===== src/source/cvt_settings.svh =====
/*
 * Address map and sizes of the integer-to-float conversion engine.
 * Include wherever an address or a memory size is needed.
 */
`ifndef CVT_SETTINGS_SVH
`define CVT_SETTINGS_SVH

// ====================
// AXI4-Lite address map.
// ====================
`define CVT_ADDR_W      6
`define CVT_STATUS_ADDR 6'h10
`define CVT_RESULT_BASE 6'h20

// result slots per unit; the memory holds two units' worth.
`define CVT_SLOTS       4

`endif


===== src/source/cvt_pkg.sv =====
/*
 * Types shared by the conversion engine RTL and its testbench.
 * Import with cvt_pkg::* in the module header.
 */
`default_nettype none
`include "cvt_settings.svh"

package cvt_pkg;

        typedef enum logic {
                op_unsigned = 1'b0,
                op_signed   = 1'b1
        } cvt_op_e;

        typedef enum logic [2:0] {
                st_idle,
                st_load,
                st_normalize,
                st_round,
                st_pack,
                st_write
        } unit_state_e;

        // one requester's access to the result memory.
        typedef struct packed {
                logic        req;
                logic        we;
                logic [2:0]  addr;
                logic [31:0] data;
        } mem_req_t;

        // ====================
        // AXI4-Lite channels.
        // ====================
        typedef struct packed {
                logic [`CVT_ADDR_W-1:0] awaddr;
                logic                   awvalid;
                logic [31:0]            wdata;
                logic [3:0]             wstrb;
                logic                   wvalid;
                logic                   bready;
                logic [`CVT_ADDR_W-1:0] araddr;
                logic                   arvalid;
                logic                   rready;
        } axil_m2s_t;

        typedef struct packed {
                logic        awready;
                logic        wready;
                logic [1:0]  bresp;
                logic        bvalid;
                logic        arready;
                logic [31:0] rdata;
                logic [1:0]  rresp;
                logic        rvalid;
        } axil_s2m_t;

endpackage

`default_nettype wire


===== src/source/axil_cvt_regs.sv =====
/*
 * AXI4-Lite slave of the conversion engine.
 * Writes start a unit, reads return status or a result slot.
 * Result reads go through the arbiter to the result memory.
 */
`timescale 1ns/1ps
`default_nettype none
`include "cvt_settings.svh"

module axil_cvt_regs import cvt_pkg::*; (
        input  logic        clk,
        input  logic        rst,
        input  axil_m2s_t   axil_in,
        output axil_s2m_t   axil_out,
        output logic        start [2],
        output cvt_op_e     op,
        output logic [31:0] operand,
        input  logic        busy [2],
        input  logic [1:0]  slot_ptr0,
        input  logic [1:0]  slot_ptr1,
        output mem_req_t    mem_req,
        input  logic        grant,
        input  logic [31:0] mem_rdata
);

        logic                   wr_unit;
        logic                   wr_start_addr;
        logic                   wr_accept;
        logic                   rd_accept;
        logic                   bvalid_q;
        logic                   rvalid_q;
        logic                   rd_pend;
        logic                   rd_sel;
        logic [2:0]             rd_slot;
        logic [31:0]            rdata_q;
        logic [31:0]            status_word;
        logic [`CVT_ADDR_W-1:0] rd_offset;

        // ====================
        // write path.
        // ====================
        // addresses below status start a unit; bit 3 picks the unit, bit 2 the op.
        assign wr_unit       = axil_in.awaddr[3];
        assign wr_start_addr = axil_in.awaddr < `CVT_STATUS_ADDR;
        assign wr_accept     = axil_in.awvalid && axil_in.wvalid && !bvalid_q &&
                               !(wr_start_addr && busy[wr_unit]);

        assign start[0] = wr_accept && wr_start_addr && !wr_unit;
        assign start[1] = wr_accept && wr_start_addr && wr_unit;
        assign op       = axil_in.awaddr[2] ? op_signed : op_unsigned;
        assign operand  = axil_in.wdata;

        // ====================
        // read path.
        // ====================
        assign rd_accept = axil_in.arvalid && !rvalid_q && !rd_pend;
        assign rd_offset = axil_in.araddr - `CVT_RESULT_BASE;

        always_comb begin
                status_word        = 32'd0;
                status_word[0]     = busy[0];
                status_word[1]     = busy[1];
                status_word[9:8]   = slot_ptr0;
                status_word[13:12] = slot_ptr1;
        end

        always_comb begin
                mem_req.req  = rd_pend;
                mem_req.we   = 1'b0;
                mem_req.addr = rd_slot;
                mem_req.data = 32'd0;
        end

        always_comb begin
                axil_out.awready = wr_accept;
                axil_out.wready  = wr_accept;
                axil_out.bresp   = 2'b00;
                axil_out.bvalid  = bvalid_q;
                axil_out.arready = rd_accept;
                axil_out.rdata   = rd_sel ? mem_rdata : rdata_q;
                axil_out.rresp   = 2'b00;
                axil_out.rvalid  = rvalid_q;
        end

        always_ff @(posedge clk) begin
                if (!rst) begin
                        bvalid_q <= 1'b0;
                        rvalid_q <= 1'b0;
                        rd_pend  <= 1'b0;
                        rd_sel   <= 1'b0;
                end else begin
                        if (wr_accept)
                                bvalid_q <= 1'b1;
                        else if (axil_in.bready)
                                bvalid_q <= 1'b0;

                        if (rd_accept) begin
                                rd_pend  <= axil_in.araddr >= `CVT_RESULT_BASE;
                                rd_sel   <= axil_in.araddr >= `CVT_RESULT_BASE;
                                rvalid_q <= axil_in.araddr < `CVT_RESULT_BASE;
                        end else if (rd_pend && grant) begin
                                rd_pend  <= 1'b0;
                                rvalid_q <= 1'b1;
                        end else if (rvalid_q && axil_in.rready) begin
                                rvalid_q <= 1'b0;
                        end
                end
        end

        // unmapped reads below the result window return zero.
        always_ff @(posedge clk) begin
                if (rd_accept) begin
                        rd_slot <= rd_offset[4:2];
                        rdata_q <= (axil_in.araddr == `CVT_STATUS_ADDR) ? status_word : 32'd0;
                end
        end

        // a started unit takes the job and turns busy on the next cycle.
        assert property (@(posedge clk) disable iff (!rst) start[0] |=> busy[0]);
        assert property (@(posedge clk) disable iff (!rst) start[1] |=> busy[1]);

endmodule

`default_nettype wire


===== src/source/cvt_top.sv =====
/*
 * Top level of the integer-to-float conversion engine.
 * AXI4-Lite slave, two peer converters, arbiter and result memory.
 */
`timescale 1ns/1ps
`default_nettype none

module cvt_top import cvt_pkg::*; (
        input  logic      clk,
        input  logic      rst,
        input  axil_m2s_t axil_in,
        output axil_s2m_t axil_out
);

        logic        unit_start [2];
        logic        unit_busy [2];
        cvt_op_e     op;
        logic [31:0] operand;
        logic [1:0]  slot_ptr0;
        logic [1:0]  slot_ptr1;

        // arbiter inputs 0 and 1 are the units, 2 is the read path.
        mem_req_t    req_bus [3];
        logic        grant [3];
        mem_req_t    mem_bus;
        logic [31:0] mem_rdata;

        axil_cvt_regs i_axil_cvt_regs (
                .clk       (clk),
                .rst       (rst),
                .axil_in   (axil_in),
                .axil_out  (axil_out),
                .start     (unit_start),
                .op        (op),
                .operand   (operand),
                .busy      (unit_busy),
                .slot_ptr0 (slot_ptr0),
                .slot_ptr1 (slot_ptr1),
                .mem_req   (req_bus[2]),
                .grant     (grant[2]),
                .mem_rdata (mem_rdata)
        );

        // ====================
        // converters.
        // ====================
        int_to_float_unit u_unit0 (
                .clk       (clk),
                .rst       (rst),
                .start     (unit_start[0]),
                .op        (op),
                .operand   (operand),
                .slot_base (1'b0),
                .busy      (unit_busy[0]),
                .slot_ptr  (slot_ptr0),
                .mem_req   (req_bus[0]),
                .grant     (grant[0])
        );

        int_to_float_unit u_unit1 (
                .clk       (clk),
                .rst       (rst),
                .start     (unit_start[1]),
                .op        (op),
                .operand   (operand),
                .slot_base (1'b1),
                .busy      (unit_busy[1]),
                .slot_ptr  (slot_ptr1),
                .mem_req   (req_bus[1]),
                .grant     (grant[1])
        );

        result_arbiter i_result_arbiter (
                .clk     (clk),
                .rst     (rst),
                .req_in  (req_bus),
                .grant   (grant),
                .mem_out (mem_bus)
        );

        result_ram i_result_ram (
                .clk    (clk),
                .mem_in (mem_bus),
                .rdata  (mem_rdata)
        );

endmodule

`default_nettype wire


===== src/source/int_to_float_unit.sv =====
/*
 * Sequential 32-bit integer to single-precision float converter.
 * Pulse start with an operand and opcode; the result is written to
 * the result memory through the arbiter, then busy falls.
 */
`timescale 1ns/1ps
`default_nettype none

module int_to_float_unit import cvt_pkg::*; (
        input  logic        clk,
        input  logic        rst,
        input  logic        start,
        input  cvt_op_e     op,
        input  logic [31:0] operand,
        input  logic        slot_base,
        output logic        busy,
        output logic [1:0]  slot_ptr,
        output mem_req_t    mem_req,
        input  logic        grant
);

        unit_state_e state;

        logic [31:0] operand_q;
        cvt_op_e     op_q;
        logic        negate;
        logic [31:0] magnitude;

        logic        sign;
        logic [31:0] value;
        logic [7:0]  exp;
        logic [23:0] mant;
        logic        guard;
        logic        rnd;
        logic        sticky;
        logic [31:0] result;

        assign negate    = (op_q == op_signed) && operand_q[31];
        assign magnitude = negate ? -operand_q : operand_q;
        assign busy      = (state != st_idle);

        always_comb begin
                mem_req.req  = (state == st_write);
                mem_req.we   = 1'b1;
                mem_req.addr = {slot_base, slot_ptr};
                mem_req.data = result;
        end

        // ====================
        // control state.
        // ====================
        always_ff @(posedge clk) begin
                if (!rst) begin
                        state    <= st_idle;
                        slot_ptr <= 2'd0;
                end else begin
                        case (state)
                        st_idle:
                                if (start)
                                        state <= st_load;
                        st_load:
                                state <= (operand_q == 32'd0) ? st_pack : st_normalize;
                        st_normalize:
                                if (value[31])
                                        state <= st_round;
                        st_round:
                                state <= st_pack;
                        st_pack:
                                state <= st_write;
                        st_write:
                                if (grant) begin
                                        slot_ptr <= slot_ptr + 2'd1;
                                        state    <= st_idle;
                                end
                        default:
                                state <= st_idle;
                        endcase
                end
        end

        // ====================
        // datapath.
        // ====================
        always_ff @(posedge clk) begin
                case (state)
                st_idle:
                        if (start) begin
                                operand_q <= operand;
                                op_q      <= op;
                        end
                st_load: begin
                        sign  <= negate;
                        value <= magnitude;
                        exp   <= 8'd31;
                        // a zero operand gets exponent -127, which packs to an all-zero word.
                        if (operand_q == 32'd0) begin
                                mant <= 24'd0;
                                exp  <= 8'd129;
                        end
                end
                st_normalize:
                        if (!value[31]) begin
                                value <= value << 1;
                                exp   <= exp - 8'd1;
                        end else begin
                                mant   <= value[31:8];
                                guard  <= value[7];
                                rnd    <= value[6];
                                sticky <= |value[5:0];
                        end
                st_round:
                        // round to nearest, ties to even.
                        if (guard && (rnd || sticky || mant[0])) begin
                                mant <= mant + 24'd1;
                                if (mant == 24'hff_ffff)
                                        exp <= exp + 8'd1;
                        end
                st_pack:
                        result <= {sign, exp + 8'd127, mant[22:0]};
                default: ;
                endcase
        end

        // a pending write must not change before the arbiter takes it.
        assert property (@(posedge clk) disable iff (!rst)
                mem_req.req && !grant |=> mem_req.req && $stable(mem_req));

endmodule

`default_nettype wire


===== src/source/result_arbiter.sv =====
/*
 * Round-robin arbiter for the single result memory port.
 * Grants are registered and last one cycle, the cycle in which the
 * winner's access is presented to the memory.
 */
`timescale 1ns/1ps
`default_nettype none

module result_arbiter import cvt_pkg::*; (
        input  logic     clk,
        input  logic     rst,
        input  mem_req_t req_in [3],
        output logic     grant [3],
        output mem_req_t mem_out
);

        logic [1:0] last;
        logic [1:0] pick;
        logic       pick_valid;

        // search starts just past the last winner.
        // a requester holding a grant is skipped while it drops req.
        always_comb begin
                int idx;
                pick_valid = 1'b0;
                pick       = last;
                for (int i = 0; i < 3; i++) begin
                        idx = int'(last) + 1 + i;
                        if (idx >= 3)
                                idx = idx - 3;
                        if (!pick_valid && req_in[idx].req && !grant[idx]) begin
                                pick_valid = 1'b1;
                                pick       = idx[1:0];
                        end
                end
        end

        always_ff @(posedge clk) begin
                if (!rst) begin
                        for (int k = 0; k < 3; k++)
                                grant[k] <= 1'b0;
                        mem_out <= '0;
                        last    <= 2'd2;
                end else begin
                        for (int k = 0; k < 3; k++)
                                grant[k] <= pick_valid && (pick == k[1:0]);
                        mem_out <= pick_valid ? req_in[pick] : '0;
                        if (pick_valid)
                                last <= pick;
                end
        end

        assert property (@(posedge clk) disable iff (!rst)
                $onehot0({grant[2], grant[1], grant[0]}));

endmodule

`default_nettype wire


===== src/source/result_ram.sv =====
/*
 * Result memory, one synchronous port driven by the arbiter.
 * Read data appears the cycle after a read request.
 */
`timescale 1ns/1ps
`default_nettype none
`include "cvt_settings.svh"

module result_ram import cvt_pkg::*; (
        input  logic        clk,
        input  mem_req_t    mem_in,
        output logic [31:0] rdata
);

        // two units, each with its own block of slots.
        logic [31:0] mem [2*`CVT_SLOTS];

        always_ff @(posedge clk) begin
                if (mem_in.req) begin
                        if (mem_in.we)
                                mem[mem_in.addr] <= mem_in.data;
                        else
                                rdata <= mem[mem_in.addr];
                end
        end

endmodule

`default_nettype wire


===== config.mk =====
export PLATFORM = sky130hd
export DESIGN_NAME = cvt_top
export DESIGN_NICKNAME = d
export VERILOG_FILES = /design/src/source/cvt_pkg.sv /design/src/source/axil_cvt_regs.sv /design/src/source/cvt_top.sv /design/src/source/int_to_float_unit.sv /design/src/source/result_arbiter.sv /design/src/source/result_ram.sv
export VERILOG_INCLUDE_DIRS = /design/src /design/src/source
export SDC_FILE = /design/constraint.sdc
export NUM_CORES = 1
export LEC_CHECK = 0
export BUFFER_PORTS_ARGS = -buffer_cell sky130_fd_sc_hd__buf_2
export CORE_UTILIZATION = 45
export CTS_BUF_LIST = sky130_fd_sc_hd__clkbuf_4 sky130_fd_sc_hd__clkbuf_8
export DETAILED_ROUTE_END_ITERATION = 8
export GPL_ROUTABILITY_DRIVEN = 1
export MAX_ROUTING_LAYER = met4
export PLACE_DENSITY = 0.64
export SLEW_MARGIN = 20
export SYNTH_ARGS = -nofsm -noshare
export SYNTH_HDL_FRONTEND = slang
export SYNTH_SLANG_ARGS = --single-unit

===== constraint.sdc =====
create_clock -name clk -period 7.8 [get_ports clk]
set_clock_uncertainty 0.05 [all_clocks]
set_input_delay 1.56 -clock clk [delete_from_list [all_inputs] [get_ports clk]]
set_output_delay 1.56 -clock clk [all_outputs]
set_load 0.05 [all_outputs]

==> flow_summary.ini, run 1 <==
[sta]
tns_ns = 0
setup_viol = 0
drv_slew = 0
tightest_slew_ns = 0.983
finalCriticalPeriod_ns = 4.40
setup_ws_ns = 3.40
hold_violations = 0
relSlewSlack_pct = 34.4
fmax_mhz = 227
fin_crit_sh_pct = 56.4
whs_ns = 0.382
rsz0062_at_grt = no

[worst_hold_path]
min_path_cells = 0
hp-start = u_unit0.sign$_DFFE_PP_
holdPathEnd = u_unit0.result[31]$_DFFE_PP_
hold_class = flop to flop

[logic_synthesis]
yosysMostFrequentCell = edfxtp_1
ys.flop_type = edfxtp_1
synth_seq_area_share_pct = 70.6
ys_warn_count = 0
synthArstFlopShare_pct = 0
ys_ff_latch = 619
synth_edf_count = 563
synth_area_um2 = 25500
syn_area_per_cell_um2 = 14.1
synth_cells = 1818
synth_area_leader_cell = edfxtp_1
synth_top_area_share_pct = 66.2
synth_cell_types = 75
synth_common_cells = edfxtp_1 (563), a21oi_1 (131), a22oi_1 (129), nor2_1 (129), clkbuf_1 (83)
yosys-top-cells-area = edfxtp_1 (66%), dfxtp_1 (4.4%), a22oi_1 (3.8%)

[clocking]
cts_buffers = 99
root_buffer = clkbuf_8
cts_max_path_buffers = 3
postCtsSetupRepairBufs = 0
cts_tree = yes
path_clk_slew_ns = 0.06
hold_buffers = 0
clkSinkCount = 619
insertion_delay_ns = 0.71
cts-resized-gates = 0
htreeDepth = 3

[floorplan]
fp.coreArea_um2 = 55600
dieArea_um2 = 57700
die_w_um = 240
fp.dieH_um = 240
initial_utilization_pct = 45.9
ios = 96
rows = 86

[power]
net-switching-power_mw = 1.41
ir_worst_vdd_v = 0.000203
power_density_nw_per_um2 = 231
power.static_leakage_nw = 10.6
seq_power_share_pct = 54.0
p_clk_share_pct = 43.5
sw_frac_of_total_pct = 21.0
p_comb_share_pct = 2.5
internal_power_mw = 5.29

[worst_setup_path]
ff2ff_path_depth = 6
reg2reg_from = u_unit0.mant[0]$_DFFE_PP_
crit_fanout = 13
r2r_end = u_unit0.exp[3]$_DFFE_PP_
crit_type = input port to output port
critPathCaptureType = output port
cp_data_required_time_ns = 6.19
start_kind = input port
r2r_setup_slack_ns = 4.47
worst_ep_arrival_time_ns = 2.79

[placement]
dpl_worst_slack_ns = 3.35
gp_congestion = 0.875
hpwl_mm = 35.9
io_buffers = 85
postPlaceCellArea_um2 = 26800

[detailed_routing]
wl_met1_mm = 24.6
wl_met3_mm = 2.86
vias_per_cell = 5.50
antenna_left = 0
drt_wl_total_mm = 56.9
dr.pass1.iters = 5
drtIter0Drc = 1268
via_count = 15300
route.top_layer_used = met4
wl_per_cell_um = 20.5
met2_length_mm = 28.0
drc = 0

[cells_and_area]
drive_gt1_share_pct = 16.8
final_nets = 2021
areaGrowthSynthToFinish_pct = 13.5
stdcell_area_um2 = 29000
diodes = 0

[grt]
grt_antenna_before_repair = 1
grt_usage_pct = 20.6
grt_overflow = 0
grt_pass1_wl_mm = 86.7
grt_pass1_vias = 14900
grt_max_degree = 61

[job]
maxCapViolations = 0

[outcome]
status = finished, final reports clean
[critical path, cell delays in order]
cell	delay (ns)
buf_2	0.07
nor3b_2	0.75
buf_2	0.41
[cell usage in the layout, fill, tap and decap left out, types with 54 or more instances in the layout]
cell type | netlist | layout
o21ai_0 | 58 | 56
a21oi_1 | 131 | 130
xor2_1 | 70 | 70
a22oi_1 | 129 | 129
xnor2_1 | 60 | 60
nand2_1 | 69 | 69
buf_2 | 1 | 85
edfxtp_1 | 563 | 563
dfxtp_1 | 56 | 54
clkbuf_8 | 3 | 118
nor2_1 | 129 | 127
[state kept, by name, indices dropped and copies added (netlist names), 32 cells and up]
name / count
i_result_arbiter.mem_out: 37
i_result_ram.mem: 256
i_result_ram.rdata: 32
u_unit0.operand_q: 32
u_unit0.result: 32
u_unit0.value: 32
u_unit1.operand_q: 32
u_unit1.result: 32
u_unit1.value: 32
[how the worst max path moves through the flow]
| stage | start | end | slack, ns | cells after the start |
|---|---|---|---|---|
| after global placement | axil_in[1] | axil_out[35] | 3.38 | 3 |
| after floorplan | axil_in[46] | u_unit1.op_q$_DFFE_PP_ | 2.17 | 4 |
| final | axil_in[1] | axil_out[35] | 3.40 | 3 |
| after CTS | axil_in[1] | axil_out[35] | 3.35 | 3 |
| after detailed placement | axil_in[1] | axil_out[35] | 3.35 | 3 |
| after global routing | axil_in[1] | axil_out[35] | 3.26 | 3 |
[metrics by stage]
step,utilization (%),power [mW],instances
final,52.1,6.70,2776
after global routing,52.1,6.92,2776
after CTS,52.1,6.76,2775
after detailed placement,48.2,3.86,2589
after global placement,48.2,3.85,2589
after floorplan,-,3.80,1821
[layer usage]
metal	vias up	GRT usage [%]
met4	0	6.60
met5	-	-
met2	449	33.7
met1	7523	26.1
met3	96	3.51
li1	7203	-
[power groups by stage]
stage	clock network (mW)	registers (mW)	logic (mW)
after global routing	3.12	3.62	0.179
after detailed placement	0	3.69	0.166
after global placement	0	3.69	0.164
final	2.91	3.62	0.166
after floorplan	0	3.68	0.112
after CTS	2.98	3.62	0.167
[final cells by class]
| type | count | area [µm²] |
|---|---|---|
| tap | 748 | 936 |
| clock buffer | 158 | 1920 |
| timing repair buffer | 126 | 753 |
| fill | 4659 | 26600 |
| clock inverter | 28 | 220 |
| inverter | 35 | 131 |
| sequential | 619 | 18000 |
| multi-input combinational | 1062 | 7000 |
[logic make-up (layout without fill, tap and decap cells)]
logic type	after synthesis	count (layout)	share of synthesized area, %
adder cells (fa/ha/maj)	23	23	1.19
AND/OR/NAND/NOR	446	446	9.10
XOR/XNOR	130	130	4.46
flip-flops	619	619	70.6
buffers and inverters	140	347	2.40
multiplexers	44	44	1.76
AO/OA/AOI/OAI	415	415	10.5
other	1	4	0.0147
No activity file was read; power rests on OpenSTA's default activity.
==> run 2, diff against run 1 <==
--- a/config.mk
+++ b/config.mk
@@ -12,7 +12,7 @@
 export DETAILED_ROUTE_END_ITERATION = 8
 export GPL_ROUTABILITY_DRIVEN = 1
 export MAX_ROUTING_LAYER = met4
-export PLACE_DENSITY = 0.64
+export PLACE_DENSITY = 0.66
 export SLEW_MARGIN = 20
 export SYNTH_ARGS = -nofsm -noshare
 export SYNTH_HDL_FRONTEND = slang
==> constraint.sdc (replaced) <==
create_clock -name clk -period 3.85 [get_ports clk]
set_clock_uncertainty 0.05 [all_clocks]
set_input_delay 0.77 -clock clk [delete_from_list [all_inputs] [get_ports clk]]
set_output_delay 0.77 -clock clk [all_outputs]
set_load 0.05 [all_outputs]
==> run 2 against run 1 <==
  * Utilization shrank 0.23 points
  * Critical path type is now flop to output port
  * Clock power grew 86%
  * Combinational power is 100% higher
==> flow_summary.ini, run 2 (synthesis results as in run 1) <==
[worst_setup_path]
r2r_end = u_unit0.mant[12]$_DFFE_PP_
critPathCaptureType = output port
cp_data_required_time_ns = 3.03
ff2ff_path_depth = 8
reg2reg_from = u_unit0.operand_q[18]$_DFFE_PP_
crit_fanout = 13
crit_type = flop to output port
worst_ep_arrival_time_ns = 2.30
r2r_setup_slack_ns = 0.75
start_kind = flop

[grt]
grt_max_degree = 56
grt_antenna_before_repair = 2
grt_overflow = 0
grt_pass1_vias = 14900
grt_usage_pct = 20.5
grt_pass1_wl_mm = 86.4

[power]
power_density_nw_per_um2 = 454
ir_worst_vdd_v = 0.000294
power.static_leakage_nw = 10.5

[cells_and_area]
areaGrowthSynthToFinish_pct = 13.0
largest_reg_flops = 256
final_nets = 2023
regMostFlops = i_result_ram.mem
fin_cells = 2776
biggestRegsByFlops = i_result_ram.mem x256, i_result_arbiter.mem_out x37
final_common_cell = edfxtp_1
drive_gt1_share_pct = 16.2
final_cell_mix = edfxtp_1 (563), a21oi_1 (130), a22oi_1 (129), nor2_1 (127), clkbuf_8 (99)

[sta]
tns_ns = 0
rsz0062_at_grt = no
tightest_slew_ns = 1.04
relSlewSlack_pct = 30.4
finalCriticalPeriod_ns = 3.12
fin_crit_sh_pct = 81.0
setup_viol = 0
whs_ns = 0.216
drv_slew = 0
hold_violations = 0
fmax_mhz = 321

[clocking]
root_buffer = clkbuf_8
clkSinkCount = 619
cts_max_path_buffers = 3
insertion_delay_ns = 0.70
cts_tree = yes
path_clk_slew_ns = 0.06
hold_buffers = 0
cts_buffers = 96
postCtsSetupRepairBufs = 0
cts-resized-gates = 0
htreeDepth = 3

[placement]
dp_cells = 2595
io_buffers = 85
hpwl_mm = 35.9
gp_congestion = 0.890

[detailed_routing]
drc = 0
antenna_left = 0
drtIter0Drc = 1116
vias_per_cell = 5.48
dr.pass1.iters = 5
via_count = 15200
wl_per_cell_um = 20.5
drt_wl_total_mm = 57.0

[floorplan]
fp.coreArea_um2 = 55600
die_w_um = 240
ios = 96
dieArea_um2 = 57700
initial_utilization_pct = 45.9
fp.dieH_um = 240
rows = 86

[worst_hold_path]
min_path_cells = 1
hp-start = axil_in[4]
holdPathEnd = i_axil_cvt_regs.rd_slot[0]$_DFFE_PP_
hold_class = input port to flop

[outcome]
status = finished, final reports clean

[job]
maxCapViolations = 0
run 2: through the flow:
step / setup slack, ns / util, % / total power, mW / area [µm²]
2_1_floorplan: 0.112 / - / 7.69 / 25600
3_3_place_gp: 0.761 / 48.4 / 7.81 / 26900
3_5_place_dp: 0.752 / 48.4 / 7.82 / 26900
4_1_cts: 0.702 / 51.9 / 13.2 / 28900
5_1_grt: 0.541 / 51.9 / 13.5 / 28900
6_report: 0.733 / 51.9 / 13.1 / 28900
run 2: critical path, cell delays in order, from the launching register on:
cell,delay [ns]
dfxtp_1,0.45
nor3_1,0.23
buf_4,0.20
o21ai_0,0.15
a21oi_1,0.27
buf_2,0.31
run 2: area by class of cell:
cell class	instances	area (µm²)
Clock buffer	135	1630
Clock inverter	43	283
Antenna cell	3	7.51
Inverter	35	131
Sequential cell	619	18000
Tap cell	748	936
Multi-Input combinational cell	1062	7000
Timing Repair Buffer	131	846
Fill cell	4688	26800
run 2: worst max path at each step:
stage                                               start  cells past startpoint                          to  slack (ns)
after floorplan             u_unit1.state[0]$_SDFFE_PN0P_                      5  u_unit1.value[0]$_DFFE_PP_        0.11
after global placement    u_unit0.operand_q[18]$_DFFE_PP_                      8   u_unit0.mant[8]$_DFFE_PP_        0.76
after detailed placement  u_unit0.operand_q[18]$_DFFE_PP_                      8   u_unit0.mant[7]$_DFFE_PP_        0.75
after CTS                   u_unit0.state[1]$_SDFFE_PN0P_                      5                axil_out[40]        0.70
after global routing       u_unit0.operand_q[7]$_DFFE_PP_                      8   u_unit0.mant[9]$_DFFE_PP_        0.54
final                       u_unit0.state[1]$_SDFFE_PN0P_                      5                axil_out[39]        0.73
run 2: layer usage:
metal / vias up / GRT usage (%) / routed length [µm]
met1: 7447 / 26.3 / 24900
met4: 0 / 6.85 / 1470
met2: 475 / 33.1 / 27700
met5: - / - / 0
li1: 7209 / - / -
met3: 90 / 3.54 / 2990
run 2: report_power, final:
| group | internal [mW] | switching, mW | total [mW] |
|---|---|---|---|
| sequential | 7.30 | 0.0328 | 7.33 |
| combinational | 0.0949 | 0.245 | 0.340 |
| clock | 2.89 | 2.53 | 5.42 |
==> run 3, diff against run 2 <==
==> constraint.sdc (replaced) <==
create_clock -name clk -period 2.5 [get_ports clk]
set_clock_uncertainty 0.05 [all_clocks]
set_input_delay 0.5 -clock clk [delete_from_list [all_inputs] [get_ports clk]]
set_output_delay 0.5 -clock clk [all_outputs]
set_load 0.05 [all_outputs]
==> run 3 against run 2 <==
  * Worst setup slack worse by 1.0 ns
  * Global-route usage up 0.63 points
  * Flip-flop and latch count unchanged
  * The run now ends with negative setup slack left
  * Clock-buffer cell count grew 4
  * Sequential share of layout area decreased by 3.8 points
  * Highest routed layer unchanged
  * Cell count up 5.4%
==> flow_summary.ini, run 3 (synthesis results as in run 1) <==
[outcome]
status = complete, but fails checks
violations = negative setup slack

[worst_setup_path]
crit_fanout = 12
crit_chain = or4_4 -> or4_4 -> nor3_4 -> and4b_4 -> mux2_4 -> a21oi_2 -> nor2_4 -> clkbuf_16
crit_type = flop to flop
critPathCaptureType = flop
crit_top_cell = or4_4
slowest_stage = or4_4
worst_ep_arrival_time_ns = 3.12
critical_path.max_stage_delay_ns = 0.55
start_kind = flop
cp_data_required_time_ns = 2.84

[cells_and_area]
drive_gt1_share_pct = 22.5
biggestRegsByFlops = i_result_ram.mem x256, i_result_arbiter.mem_out x37
diodes = 0
final_nets = 2175
stdcell_area_um2 = 30800
final_common_cell = edfxtp_1
fin_cells = 2926
areaGrowthSynthToFinish_pct = 20.4
regMostFlops = i_result_ram.mem
largest_reg_flops = 256
final_cell_mix = edfxtp_1 (563), a22oi_1 (129), buf_4 (129), nor2_1 (127), a21oi_1 (123)

[placement]
hpwl_mm = 38.0
dp_cells = 2684
dpl_worst_slack_ns = -0.243
postPlaceCellArea_um2 = 27800
gp_congestion = 0.877
io_buffers = 85

[sta]
rsz0062_at_grt = yes
relSlewSlack_pct = 32.8
finalCriticalPeriod_ns = 2.78
tightest_slew_ns = 1.00
fin_crit_sh_pct = 111
setup_ws_ns = -0.278
setup_viol = 39
hold_violations = 0
fmax_mhz = 360
drv_slew = 0
tns_ns = -6.56

[power]
ir_worst_vdd_v = 0.000449
power.static_leakage_nw = 11.4
power_density_nw_per_um2 = 678

[grt]
grt_usage_pct = 21.1
grt_max_degree = 55
grt_pass1_wl_mm = 89.4
grt_pass1_vias = 15700
grt_antenna_before_repair = 0
grt_overflow = 0

[detailed_routing]
dr.pass1.iters = 5
vias_per_cell = 5.44
drtIter0Drc = 1125
via_count = 15900
drc = 0
wl_per_cell_um = 20.2
antenna_left = 0
drt_wl_total_mm = 59.2

[floorplan]
fp.coreArea_um2 = 55600
fp.dieH_um = 240
dieArea_um2 = 57700
ios = 96
initial_utilization_pct = 45.9
die_w_um = 240
rows = 86

[clocking]
cts_max_path_buffers = 3
root_buffer = clkbuf_8
path_clk_slew_ns = 0.06
insertion_delay_ns = 0.69
htreeDepth = 3
cts_buffers = 98
clkSinkCount = 619
cts_tree = yes

[job]
maxCapViolations = 0

[worst_hold_path]
hold_class = input port to flop
[run 3: repair_timing]
action,4_1_cts,5_1_grt
endpoints found under the setup margin,59,95
pin swaps,3,19
hold buffers,38,0
endpoints found under the hold margin,73,0
gates resized for setup,18,38
setup buffers,6,13
cloned,0,5
[run 3: report_power, final]
part	internal, mW	switching (mW)
Sequential	11.2	0.0495
Clock	5.01	3.95
Combinational	0.220	0.395
[run 3: routing by layer]
| layer | share of wire, % | vias to the layer above | global-route usage, % | routed length, µm |
|---|---|---|---|---|
| met2 | 49 | 509 | 34.5 | 29000 |
| met1 | 42 | 7757 | 26.1 | 24900 |
| met5 | 0 | - | - | 0 |
| li1 | - | 7514 | - | - |
| met3 | 4.9 | 140 | 3.55 | 2920 |
| met4 | 4.1 | 0 | 8.94 | 2400 |
[run 3: worst paths after layout]
path	start	endpoint	slack [ns]	cells after the start
max reg2reg	u_unit0.operand_q[19]$_DFFE_PP_	u_unit0.mant[9]$_DFFE_PP_	-0.28	8
max	u_unit0.operand_q[19]$_DFFE_PP_	u_unit0.mant[9]$_DFFE_PP_	-0.28	8
min reg2reg	u_unit1.sign$_DFFE_PP_	u_unit1.result[31]$_DFFE_PP_	0.38	0
min	axil_in[3]	i_axil_cvt_regs.rdata_q[0]$_SDFFCE_PP0P_	0.07	2
[run 3: critical path, delay by kind of cell, from the launching register on]
family | cells | cell delay (ns)
muxes | 1 | 0.15
DFF | 1 | 0.39
AOI/OAI and AO/OA | 1 | 0.07
and+or+nand+nor | 5 | 1.62
buffers and inverters | 1 | 0.21
[run 3: through the flow]
stage          hold slack, ns  power, mW  util [%]
2_1_floorplan           0.350       11.8         -
3_3_place_gp            0.370       12.0      50.0
3_5_place_dp            0.375       12.1      50.0
4_1_cts               0.00328       21.0      54.6
5_1_grt                0.0187       21.5      55.3
6_report               0.0673       20.9      55.3
[run 3: area by class of cell]
type	count	area, µm²
Multi-Input combinational cell	1062	7250
Fill cell	4484	24900
Tap cell	748	936
Clock buffer	139	1690
Timing Repair Buffer	281	2330
Inverter	35	131
Clock inverter	42	383
Sequential cell	619	18000
